[src/fetch_pkg.sv]
// shared types and constants for the instruction-fetch subsystem
// every design file refers to these by scoped name, no import
`default_nettype none

package fetch_pkg;

  // word widths with a meaning of their own
  typedef logic [63:0] reg_t;   // register and pc word
  typedef logic [31:0] inst_t;  // one instruction
  typedef logic [1:0]  resp_t;  // bus response code
  typedef logic [1:0]  size_t;  // bus transfer size code

  // bus response codes, AXI-style encoding
  localparam resp_t RESP_OKAY   = 2'b00;
  localparam resp_t RESP_SLVERR = 2'b10;

  // transfer size, log2 of the byte count
  localparam size_t SIZE_WORD = 2'b10;

  // reset pc and base of the instruction memory
  localparam reg_t PC_START = 64'h0000_0000_8000_0000;

  // opcode field of JAL
  localparam logic [6:0] OPC_JAL = 7'b1101111;

  // fetch controller states
  typedef enum logic [1:0] {
    FETCH_IDLE = 2'b00,  // waiting for the first refresh
    FETCH_ADDR = 2'b01,  // request on the bus
    FETCH_RETN = 2'b10   // result held, finish high
  } fetch_state_e;

  // one fetched instruction with its pc
  typedef struct packed {
    reg_t  pc;
    inst_t inst;
  } fetch_res_t;

endpackage

`default_nettype wire

[src/if_stage.sv]
// fetch stage where one refresh pulse starts one fetch over the valid/ready bus
// the returned pc and instruction are held while if_finish is high
// next address priority is exception, then branch/jump, then pc + 4
`timescale 1ns/1ps
`default_nettype none

module if_stage (
  input  wire                  clk,
  input  wire                  rst,
  input  wire                  refresh,

  // redirects
  input  wire                  bj_ena,
  input  fetch_pkg::reg_t      bj_pc,
  input  wire                  excp_jmp_ena,
  input  fetch_pkg::reg_t      excp_pc,

  // fetch bus
  output logic                 axi_valid,
  input  wire                  axi_ready,
  output fetch_pkg::reg_t      axi_addr,
  output fetch_pkg::size_t     axi_size,
  input  fetch_pkg::reg_t      axi_rdata,
  input  fetch_pkg::resp_t     axi_resp,

  // result
  output fetch_pkg::fetch_res_t fetch_res,
  output logic                 if_finish,
  output logic                 fetch_err
);

  fetch_pkg::fetch_state_e state;
  fetch_pkg::fetch_state_e next_state;
  fetch_pkg::reg_t         next_addr;
  logic                    handshake;

  assign axi_valid = (state == fetch_pkg::FETCH_ADDR);
  assign axi_size  = fetch_pkg::SIZE_WORD;
  assign if_finish = (state == fetch_pkg::FETCH_RETN);
  assign handshake = axi_valid & axi_ready;

  always_ff @(posedge clk) begin
    if (rst) begin
      state <= fetch_pkg::FETCH_IDLE;
    end else begin
      state <= next_state;
    end
  end

  always_comb begin
    next_state = state;  // hold unless something moves it
    case (state)
      fetch_pkg::FETCH_IDLE: if (refresh) next_state = fetch_pkg::FETCH_ADDR;
      fetch_pkg::FETCH_ADDR: if (handshake) next_state = fetch_pkg::FETCH_RETN;
      fetch_pkg::FETCH_RETN: if (refresh) next_state = fetch_pkg::FETCH_ADDR;
      default:               next_state = fetch_pkg::FETCH_IDLE;
    endcase
  end

  // a jump seen now lands one fetch late as the delay slot
  always_comb begin
    if (excp_jmp_ena) begin
      next_addr = excp_pc;
    end else if (bj_ena) begin
      next_addr = bj_pc;
    end else begin
      next_addr = axi_addr + 64'd4;
    end
  end

  always_ff @(posedge clk) begin
    if (rst) begin
      axi_addr     <= fetch_pkg::PC_START;
      fetch_res.pc <= fetch_pkg::PC_START;
    end else if (handshake) begin
      fetch_res.pc <= axi_addr;  // pc of this word
      axi_addr     <= next_addr;
    end
  end

  always_ff @(posedge clk) begin
    if (handshake) begin
      fetch_res.inst <= axi_rdata[31:0];  // low word only
    end
  end

  // sticky until reset
  always_ff @(posedge clk) begin
    if (rst) begin
      fetch_err <= 1'b0;
    end else if (handshake && axi_resp != fetch_pkg::RESP_OKAY) begin
      fetch_err <= 1'b1;
    end
  end

  // request holds until the memory accepts it
  a_req_stable: assert property (@(posedge clk) disable iff (rst)
    axi_valid && !axi_ready |=> axi_valid && $stable(axi_addr))
    else $error("fetch request dropped or changed before ready");

endmodule

`default_nettype wire

[src/jump_unit.sv]
// JAL detection on each fetched instruction
// a found JAL raises bj_ena with its target until the next bus handshake
`timescale 1ns/1ps
`default_nettype none

module jump_unit (
  input  wire                   clk,
  input  wire                   rst,
  input  wire                   if_finish,
  input  fetch_pkg::fetch_res_t fetch_res,
  input  wire                   axi_valid,
  input  wire                   axi_ready,
  output logic                  bj_ena,
  output fetch_pkg::reg_t       bj_pc
);

  logic            finish_q;
  logic            finish_rise;
  logic            is_jal;
  logic            handshake;
  fetch_pkg::reg_t j_imm;

  assign finish_rise = if_finish & ~finish_q;  // first cycle of FETCH_RETN
  assign handshake   = axi_valid & axi_ready;
  assign is_jal      = (fetch_res.inst[6:0] == fetch_pkg::OPC_JAL);

  // J-type immediate, bit 0 always zero
  assign j_imm = {{43{fetch_res.inst[31]}},
                  fetch_res.inst[31],
                  fetch_res.inst[19:12],
                  fetch_res.inst[20],
                  fetch_res.inst[30:21],
                  1'b0};

  always_ff @(posedge clk) begin
    if (rst) begin
      finish_q <= 1'b0;
    end else begin
      finish_q <= if_finish;
    end
  end

  // finish and handshake never share a cycle, order only for clarity
  always_ff @(posedge clk) begin
    if (rst) begin
      bj_ena <= 1'b0;
    end else if (handshake) begin
      bj_ena <= 1'b0;  // consumed by the fetch stage
    end else if (finish_rise && is_jal) begin
      bj_ena <= 1'b1;
    end
  end

  always_ff @(posedge clk) begin
    if (finish_rise && is_jal) begin
      bj_pc <= fetch_res.pc + j_imm;
    end
  end

  // compressed targets are not supported here
  a_target_aligned: assert property (@(posedge clk) disable iff (rst)
    bj_ena |-> bj_pc[1:0] == 2'b00)
    else $error("jump target not word aligned");

endmodule

`default_nettype wire

[src/imem.sv]
// word-addressed instruction memory on the fetch bus
// a load port fills it and each request waits WAIT_CYCLES before ready
// out-of-range addresses or a non-word size return RESP_SLVERR
`timescale 1ns/1ps
`default_nettype none

module imem #(
  parameter int MEM_WORDS   = 64,
  parameter int WAIT_CYCLES = 2
) (
  input  wire               clk,
  input  wire               rst,

  // fetch bus
  input  wire               axi_valid,
  output logic              axi_ready,
  input  fetch_pkg::reg_t   axi_addr,
  input  fetch_pkg::size_t  axi_size,
  output fetch_pkg::reg_t   axi_rdata,
  output fetch_pkg::resp_t  axi_resp,

  // program load
  input  wire               load_en,
  input  fetch_pkg::reg_t   load_idx,
  input  fetch_pkg::inst_t  load_data
);

  localparam int IDX_W = (MEM_WORDS > 1) ? $clog2(MEM_WORDS) : 1;
  localparam int CNT_W = (WAIT_CYCLES > 0) ? $clog2(WAIT_CYCLES + 1) : 1;
  localparam logic [CNT_W-1:0] WAIT_LAST = CNT_W'(WAIT_CYCLES);

  fetch_pkg::inst_t mem [MEM_WORDS];

  logic [CNT_W-1:0] wait_cnt;
  fetch_pkg::reg_t  offset;
  logic             in_range;
  logic             req_ok;

  // byte offset from the memory base
  assign offset   = axi_addr - fetch_pkg::PC_START;
  assign in_range = (axi_addr >= fetch_pkg::PC_START) &&
                    (offset[63:2] < 62'(MEM_WORDS));
  assign req_ok   = in_range && (axi_size == fetch_pkg::SIZE_WORD);

  always_ff @(posedge clk) begin
    if (load_en && load_idx < 64'(MEM_WORDS)) begin
      mem[load_idx[IDX_W-1:0]] <= load_data;
    end
  end

  // counts from the first cycle valid is seen
  always_ff @(posedge clk) begin
    if (rst) begin
      wait_cnt <= '0;
    end else if (axi_ready) begin
      wait_cnt <= '0;
    end else if (axi_valid) begin
      wait_cnt <= wait_cnt + 1'b1;
    end
  end

  assign axi_ready = axi_valid && (wait_cnt == WAIT_LAST);

  // word zero-extended into the 64-bit data bus
  always_comb begin
    if (req_ok) begin
      axi_rdata = {32'b0, mem[offset[IDX_W+1:2]]};
      axi_resp  = fetch_pkg::RESP_OKAY;
    end else begin
      axi_rdata = '0;
      axi_resp  = fetch_pkg::RESP_SLVERR;
    end
  end

  // a new request sees ready after exactly WAIT_CYCLES cycles
  a_ready_latency: assert property (@(posedge clk) disable iff (rst)
    $rose(axi_valid) |-> ##WAIT_CYCLES axi_ready)
    else $error("ready not WAIT_CYCLES cycles after the request");

  // the fetch stage leaves FETCH_ADDR right after the handshake
  a_ready_pulse: assert property (@(posedge clk) disable iff (rst)
    axi_ready |=> !axi_ready)
    else $error("ready held longer than one cycle");

endmodule

`default_nettype wire

[src/fetch_top.sv]
// top of the fetch subsystem: fetch stage, JAL unit and instruction memory
// memory depth and wait states are set here and passed down
`timescale 1ns/1ps
`default_nettype none

module fetch_top #(
  parameter int MEM_WORDS   = 64,
  parameter int WAIT_CYCLES = 2
) (
  input  wire                   clk,
  input  wire                   rst,
  input  wire                   refresh,
  input  wire                   excp_jmp_ena,
  input  fetch_pkg::reg_t       excp_pc,
  input  wire                   load_en,
  input  fetch_pkg::reg_t       load_idx,
  input  fetch_pkg::inst_t      load_data,
  output fetch_pkg::fetch_res_t fetch_res,
  output logic                  if_finish,
  output logic                  fetch_err
);

  // fetch bus
  logic             axi_valid;
  logic             axi_ready;
  fetch_pkg::reg_t  axi_addr;
  fetch_pkg::size_t axi_size;
  fetch_pkg::reg_t  axi_rdata;
  fetch_pkg::resp_t axi_resp;

  // jump redirect
  logic             bj_ena;
  fetch_pkg::reg_t  bj_pc;

  if_stage if_stage_i (
    .clk          (clk),
    .rst          (rst),
    .refresh      (refresh),
    .bj_ena       (bj_ena),
    .bj_pc        (bj_pc),
    .excp_jmp_ena (excp_jmp_ena),  // straight from the top inputs
    .excp_pc      (excp_pc),
    .axi_valid    (axi_valid),
    .axi_ready    (axi_ready),
    .axi_addr     (axi_addr),
    .axi_size     (axi_size),
    .axi_rdata    (axi_rdata),
    .axi_resp     (axi_resp),
    .fetch_res    (fetch_res),
    .if_finish    (if_finish),
    .fetch_err    (fetch_err)
  );

  jump_unit jump_unit_i (
    .clk       (clk),
    .rst       (rst),
    .if_finish (if_finish),
    .fetch_res (fetch_res),
    .axi_valid (axi_valid),
    .axi_ready (axi_ready),
    .bj_ena    (bj_ena),
    .bj_pc     (bj_pc)
  );

  imem #(
    .MEM_WORDS   (MEM_WORDS),
    .WAIT_CYCLES (WAIT_CYCLES)
  ) imem_i (
    .clk       (clk),
    .rst       (rst),
    .axi_valid (axi_valid),
    .axi_ready (axi_ready),
    .axi_addr  (axi_addr),
    .axi_size  (axi_size),
    .axi_rdata (axi_rdata),
    .axi_resp  (axi_resp),
    .load_en   (load_en),
    .load_idx  (load_idx),
    .load_data (load_data)
  );

endmodule

`default_nettype wire

[config.mk]
export PLATFORM = sky130hd
export DESIGN_NAME = fetch_top
export DESIGN_NICKNAME = d
export VERILOG_FILES = /design/src/fetch_pkg.sv /design/src/if_stage.sv /design/src/jump_unit.sv /design/src/imem.sv /design/src/fetch_top.sv
export SDC_FILE = /design/constraint.sdc
export NUM_CORES = 2
export LEC_CHECK = 0
export BUFFER_PORTS_ARGS = -buffer_cell sky130_fd_sc_hd__buf_4
export CORE_ASPECT_RATIO = 1.75
export CORE_MARGIN = 1.5
export CORE_UTILIZATION = 56
export CTS_CLUSTER_DIAMETER = 150
export CTS_CLUSTER_SIZE = 25
export DETAILED_ROUTE_END_ITERATION = 7
export PLACE_DENSITY = 0.86
export SETUP_SLACK_MARGIN = 0.2
export SYNTH_ARGS = -nofsm -noshare
export SYNTH_HDL_FRONTEND = slang
export SYNTH_SLANG_ARGS = --single-unit
[constraint.sdc]
create_clock -name clk -period 7.1 [get_ports clk]
set_clock_uncertainty 0.2 [all_clocks]
set_input_delay 0 -clock clk [delete_from_list [all_inputs] [get_ports clk]]
set_output_delay 0 -clock clk [all_outputs]
set_load 0.05 [all_outputs]
### Yosys cells after proc, flatten, opt, wreduce, memory -nomap -nowiden

Memory sizes are Yosys's and may differ from the RTL's. A register that Yosys moved wholly into a read port is not among the register bits.
Index checks and enable logic that the tools add are counted.

| cells by class | value |
|---|---|
| add/sub/neg operators | 4 |
| order comparisons | 3 |
| equal/unequal tests | 6 |
| muxes and demuxes | 8 |
| bitwise operators | 3 |
| reductions and logical operators | 12 |

Operator list:

| operator | number |
|---|---|
| 64-bit two-way mux | 2 |
| 64-bit by 3-bit adder with 64-bit output (second input constant) | 1 |
| 64-bit adder | 1 |
| 64-bit by 32-bit greater-or-equal comparator with 1-bit output (second input constant) | 1 |
| 64-bit by 7-bit less-than comparator with 1-bit output (second input constant) | 1 |
| 64-bit by 32-bit subtractor with 64-bit output (second input constant) | 1 |
| 62-bit by 7-bit less-than comparator with 1-bit output (second input constant) | 1 |
| 7-bit equality test (second input constant) | 1 |
| 2-bit two-way mux | 3 |
| 2-bit OR reduction | 3 |
| 1-bit logical AND | 5 |
| 2-bit equality test (second input constant) | 2 |
| 2-bit one-hot mux with 2 select lines | 1 |
| 2-bit by 1-bit adder with 2-bit output (second input constant) | 1 |
| 1-bit bitwise AND | 2 |
| 2-bit by 1-bit equality test with 1-bit output (second input constant) | 1 |
| 2-bit logical NOT | 1 |
| 1-bit two-way mux | 2 |
| 2-bit by 1-bit != test with 1-bit output (second input constant) | 1 |
| 2-bit != test (second input constant) | 1 |
| 2-bit AND reduction | 1 |
| 2-bit nonzero test | 1 |
| 1-bit logical NOT | 1 |
| 1-bit inverter | 1 |

| word-level totals | value |
|---|---|
| flip-flop bits (word level) | 199 |
| RAM bits | 2048 |
| input bits | 165 |
| output and inout port bits | 98 |
| logic and storage cells | 45 |
| memories kept | 1 |

Memories:

| name | depth | width | read ports | clocked after Yosys merged registers in | write ports | line | source |
|---|---|---|---|---|---|---|---|
| imem_i.mem | 64 | 32 | 1 | 1 | 1 | imem.sv:32 | `fetch_pkg::inst_t mem [MEM_WORDS];` |

### Depth between registers and ports, before layout

| logic depth | value |
|---|---|
| word-level depth | 6 |
| gate-level depth with buffers | 14 |
| depth with buffers taken out | 12 |

### Hierarchy

Synthesis repeated with hierarchy kept, for this count alone.

| second synthesis, totals | value |
|---|---|
| cell total of the unflattened synthesis | 5601 |
| area total of the unflattened synthesis | 93487.2 µm² |

Modules (own cells, without submodules):

| module | times used | cells an instance | area an instance (µm²) | sequential area each (µm²) |
|---|---|---|---|---|
| imem | 1 | 4045 | 80034.3 | 61539.0 |
| if_stage | 1 | 985 | 7971.4 | 3583.4 |
| jump_unit | 1 | 571 | 5481.5 | 1961.9 |

### Least setup slack after synthesis

No wires, ideal clock.

| timing | value |
|---|---|
| path type | reg2reg |
| start | register if_stage_i.state[0] |
| end | register jump_unit_i.bj_pc[0], enable pin |
| library setup time | 0.647 ns |
| data arrival time | 7.058 ns |
| data required time | 6.253 ns |
| path slack | -0.805 ns |
| cell stages (with the launch flop) | 6 |
| path buffers | 0 |
| clock period less this slack | 7.905 ns |
| cells stage by stage | dfxtp_1 inv_1 nand2_1 inv_1 nand3b_1 nor4_1 |

| on the way | value |
|---|---|
| word-level cells in the longest chain between the ends | 3 |

RTL lines:

| element | line | source |
|---|---|---|
| start, declared | if_stage.sv:32 | `fetch_pkg::fetch_state_e state;` |
| start signal, assigned | if_stage.sv:44 | `state <= fetch_pkg::FETCH_IDLE;` |
| start signal, assigned | if_stage.sv:46 | `state <= next_state;` |
| 2-bit equality test | if_stage.sv:39 | `assign if_finish = (state == fetch_pkg::FETCH_RETN);` |
| named net if_finish | fetch_top.sv:19 | `output logic if_finish,` |
| 1-bit bitwise AND | jump_unit.sv:23 | `assign finish_rise = if_finish & ~finish_q;` |
| 1-bit logical AND | jump_unit.sv:55 | `if (finish_rise && is_jal) begin` |
| end signal, assigned | jump_unit.sv:56 | `bj_pc <= fetch_res.pc + j_imm;` |
| end, declared | jump_unit.sv:14 | `output fetch_pkg::reg_t bj_pc` |

The timed path passes the listed nets, and every way through them passes these cells.
A chain may end at the register's enable or synchronous reset.

### Final worst setup path

| timing | value |
|---|---|
| start | register if_stage_i.axi_addr[5] |
| end | register if_stage_i.axi_addr[53] |

| on the way | value |
|---|---|
| word-level cells in the longest chain between the ends | 3 |

RTL lines:

| element | line | source |
|---|---|---|
| start, declared | if_stage.sv:21 | `output fetch_pkg::reg_t axi_addr,` |
| start signal, assigned | if_stage.sv:73 | `axi_addr <= fetch_pkg::PC_START;` |
| start signal, assigned | if_stage.sv:77 | `axi_addr <= next_addr;` |
| 64-bit by 3-bit adder with 64-bit output | if_stage.sv:67 | `next_addr = axi_addr + 64'd4;` |
| 64-bit two-way mux | if_stage.sv:64 | `end else if (bj_ena) begin` |
| 64-bit two-way mux | if_stage.sv:62 | `if (excp_jmp_ena) begin` |

No other way between the ends.

==> impl_results.md <==
* Register share of total power at 65.8%
* Hold slack final at about 0.033 ns
* Multiplexer share of the synthesized area at roughly 16%
* Initial Util at around 56%
* Drt drc at 92
* Metal3 WL at approximately 34000 um
* # Post-CTS Setup Buffers at 0
* Final setup violating endpoints at 0
* Clk sinks at 2279
* CTS buffer count at slightly above 100
* WP data required at roughly 7.6 ns
* Die height at 541 um
* Vias at 53500
* I/O pin cnt at about 260
* I/O Buffers at between 200 and 300
* Fin nets at between 5000 and 6000
* Type of the worst min-delay path: primary input to flip-flop
* Met2 WL at 138000 um
* Crit path DAT at 6.28 ns
* Clock power frac at 30.7%
* Vias in the first global route at 53800
* Compound-Gate Fraction of Synth Area at 4.01%
* Fin. Hold Viols at 0
* DR WL/cell at slightly below 40 um
* DR top layer: met5
* Cells after Synth at between 4000 and 5000
* Slew @ Worst Pin at roughly 1.5 ns
* Primary FF master, synth: edfxtp_1
* Post-synthesis sequential area ratio at approximately 72%
* Vias per cell at roughly 7.2
* Max-cap violations at 0
* Core Util, Final at around 62%
* Setup crit start kind: flip-flop
* Failing checks: design-rule violations
* FILL cells at approximately 10000
* Die width at roughly 310 um
* Pwr/cell area at roughly 220 nW/um2
* Met1 wire length at just over 80000 um
* Clock network latency to the later pin of the worst-skew pair at 0.78 ns
* Worst-path fanout max at 50
* Global route overflow at 0
* Drt pass-1 iters at 8
* First-pass GRT wire length at 400000 um
* DRT Wirelength at ~290000 um
* Comb pwr share at between 3 and 4%
* Leak at 30.9 nW
* Antenna violations before repair at 37
* Max Slew Vio Count at 0
* Cts repair resizes at 0
* Largest family of logic cells by synthesized area: multiplexers
* P_int at about 18 mW
* Maximum vdd drop at approximately 0.00022 V
* Placement Rows at approximately 200
* XOR/XNOR Fraction of Synth Area at less than 1%
* Die area at 168000 um2
* Share of cells above drive strength 1 at between 20% and 30%
* Post-DP HPWL at approximately 170000 um
* Status: finished, violations left
* CTS tree: built
* Fin crit period at approximately 5.8 ns
* Net Switching at 4.62 mW
* FMAX at roughly 0.17 GHz
* Sw Ratio at between 20% and 30%
* Setup ws final at approximately 1.3 ns
* Slew headroom at 2.98%
* Largest net degree at the start of global routing at roughly 130
* GRT Total Usage at between 30% and 40%
* Core Region at approximately 160000 um2
* Critical path class: flip-flop to flip-flop
* Area of the multi-input gates at 24500 um2
* FFs w/ async S/R, synth at 0%
* Post-Syn Area per Cell at approximately 19 um2
* Longest Clk Path Bufs at 3
* P&R area growth vs syn at 10.4%
* Setup TNS at 0 ns
* Crit path capture type: flip-flop
* Synth Area in Simple Gates at between 4 and 5%
* Routed Antenna Nets at 0
* Clock root buffer: clkbuf_16
* Post-synthesis net count at between 5000 and 6000
* Yosys warns at 0
* DP Worst Slack at about 2.5 ns
* Hold buffer count at cts at about 190
* Storage element area at about 67000 um2
* Adder-cell share of the synthesized area at less than 1%
* CTS H-tree lvls at 3
* Count of cell types in the netlist at between 90 and 100
* Placer Congestion at around 1.0
* CTS clk-pin slew, worst paths at 0.11 ns
* Post-synth EDFFs at roughly 2100
* Post-Syn Area at 92500 um2
* RSZ-0062 raised after global routing: false
* Final Cycle Share at approximately four fifths
* Initial drt markers at 9193
* Area after DPL at slightly below 100000 um2
* Yosys reg bits at 2279
* Design Area, Final at about 100000 um2
## registers in the layout, summed over array words and instances, names as in the netlist
name                  flops
imem_i.mem             2048
if_stage_i.fetch_res     96
if_stage_i.axi_addr      64
jump_unit_i.bj_pc        64
if_stage_i.state          2
imem_i.wait_cnt           2
if_stage_i.fetch_err      1
jump_unit_i.bj_ena        1
jump_unit_i.finish_q      1
## cell usage after synthesis (all sizes together), types with 7 or more instances
| master | number | area [um2] |
|---|---|---|
| nand4 | 36 | 231 |
| mux4 | 653 | 14700 |
| and4 | 9 | 78.8 |
| xnor2 | 35 | 307 |
| o21bai | 12 | 90.1 |
| ha | 67 | 838 |
| edfxtp | 2144 | 64400 |
| dfxtp | 135 | 2700 |
| and2 | 9 | 56.3 |
| nor2 | 195 | 732 |
| o311ai | 11 | 96.4 |
| o211ai | 29 | 228 |
| a21oi | 210 | 1060 |
| nand2b | 13 | 81.3 |
| nand2 | 304 | 1140 |
| nor2b | 40 | 250 |
| nand3 | 52 | 278 |
| or3 | 9 | 66.3 |
| a31oi | 17 | 106 |
| or4 | 7 | 52.6 |
| a21o | 35 | 263 |
| a211oi | 29 | 253 |
| nor3 | 29 | 156 |
| and3 | 18 | 115 |
| a22oi | 37 | 278 |
| clkbuf | 197 | 748 |
| xor2 | 30 | 263 |
| o21ai | 130 | 654 |
| buf | 108 | 556 |
| nor4 | 49 | 370 |
| nand3b | 8 | 60.1 |
| mux2i | 28 | 280 |
| a311oi | 7 | 61.3 |
| inv | 41 | 154 |
| o31ai | 10 | 88.8 |
## cell families after synthesis
kind of cell             after synthesis
AO/OA/AOI/OAI                        588
XOR/XNOR                              65
adder cells (fa/ha/maj)               68
buffers and inverters                346
flip-flops                          2279
multiplexers                         685
AND/OR/NAND/NOR                      799
## worst max-delay path: stages, from the launching register on
cell	delay [ns]
dfxtp_4	1.02
nand4_1	0.26
or3_1	0.64
nor4_4	0.84
nand4_2	0.47
or3_4	0.51
o311ai_1	0.23
o21ai_1	0.11
dlygate4sd3_1	0.60
o32ai_1	0.15
dlygate4sd3_1	0.60
## routing by layer
layer / vias to the layer above / track usage, %
li1: 20400 / -
met1: 26700 / 37.8
met2: 5012 / 54.9
met3: 1371 / 8.77
met4: 30 / 30.1
met5: - / 1.65
## final timing paths
path / start / end / slack (ns) / cells past startpoint
hold / removal: excp_pc[6] / if_stage_i.axi_addr[6] / 0.03 / 6
setup reg to reg: if_stage_i.axi_addr[5] / if_stage_i.axi_addr[53] / 1.34 / 10
setup / recovery: if_stage_i.axi_addr[5] / if_stage_i.axi_addr[53] / 1.34 / 10
hold reg to reg: if_stage_i.axi_addr[1] / if_stage_i.fetch_res[33] / 0.28 / 2
## cell type report
cell class / instances / area share [%]
timing repair buffer: 533 / 4.59
multi-input combinational: 2205 / 24.0
antenna: 25 / 0.0612
clock inverter: 3 / 0.0649
clock buffer: 146 / 2.74
tap: 2189 / 2.68
inverter: 41 / 0.156
sequential: 2279 / 65.7
## placed cells by master, fill, tap and decap left out, types with 8 or more instances in the layout
cell type	netlist	layout
ha_1	67	67
clkbuf_1	192	40
xor2_1	30	30
o311ai_0	8	8
nand2b_1	13	13
a211oi_1	22	22
o21bai_1	12	12
a21o_1	35	35
o21ai_0	126	126
and3_1	16	16
a22oi_1	37	37
mux2i_1	28	28
buf_12	0	15
and4_1	9	9
dfxtp_1	135	128
nand3_1	50	50
dlygate4sd3_1	0	192
nand2_1	304	304
nand4_1	35	35
a21oi_1	208	208
nand3b_1	8	8
xnor2_1	35	35
o211ai_1	27	27
nor2_1	195	131
edfxtp_1	2144	2144
a31oi_1	17	17
nor3_1	28	28
diode_2	0	25
inv_1	40	39
nor2_4	0	64
and2_1	9	9
mux4_2	653	653
buf_4	6	324
clkbuf_16	0	106
nor4_1	43	41
o31ai_1	9	9
nor2b_1	40	40
## per-stage QoR
stage          cells  power [mW]
5_1_grt         7411        22.7
4_1_cts         7389        22.2
6_report        7421        22.3
3_3_place_gp    7046        15.6
2_1_floorplan   4830        15.2
3_5_place_dp    7048        15.7
## power by group through the flow
stage | Sequential (mW) | Clock [mW] | Combinational [mW]
CTS | 14.7 | 6.80 | 0.753
detailed placement | 15.0 | 0 | 0.664
finish | 14.7 | 6.84 | 0.792
global route | 14.7 | 7.20 | 0.804
global placement | 15.0 | 0 | 0.627
floorplan | 15.0 | 0 | 0.255
(Power assumes the default switching activity.)
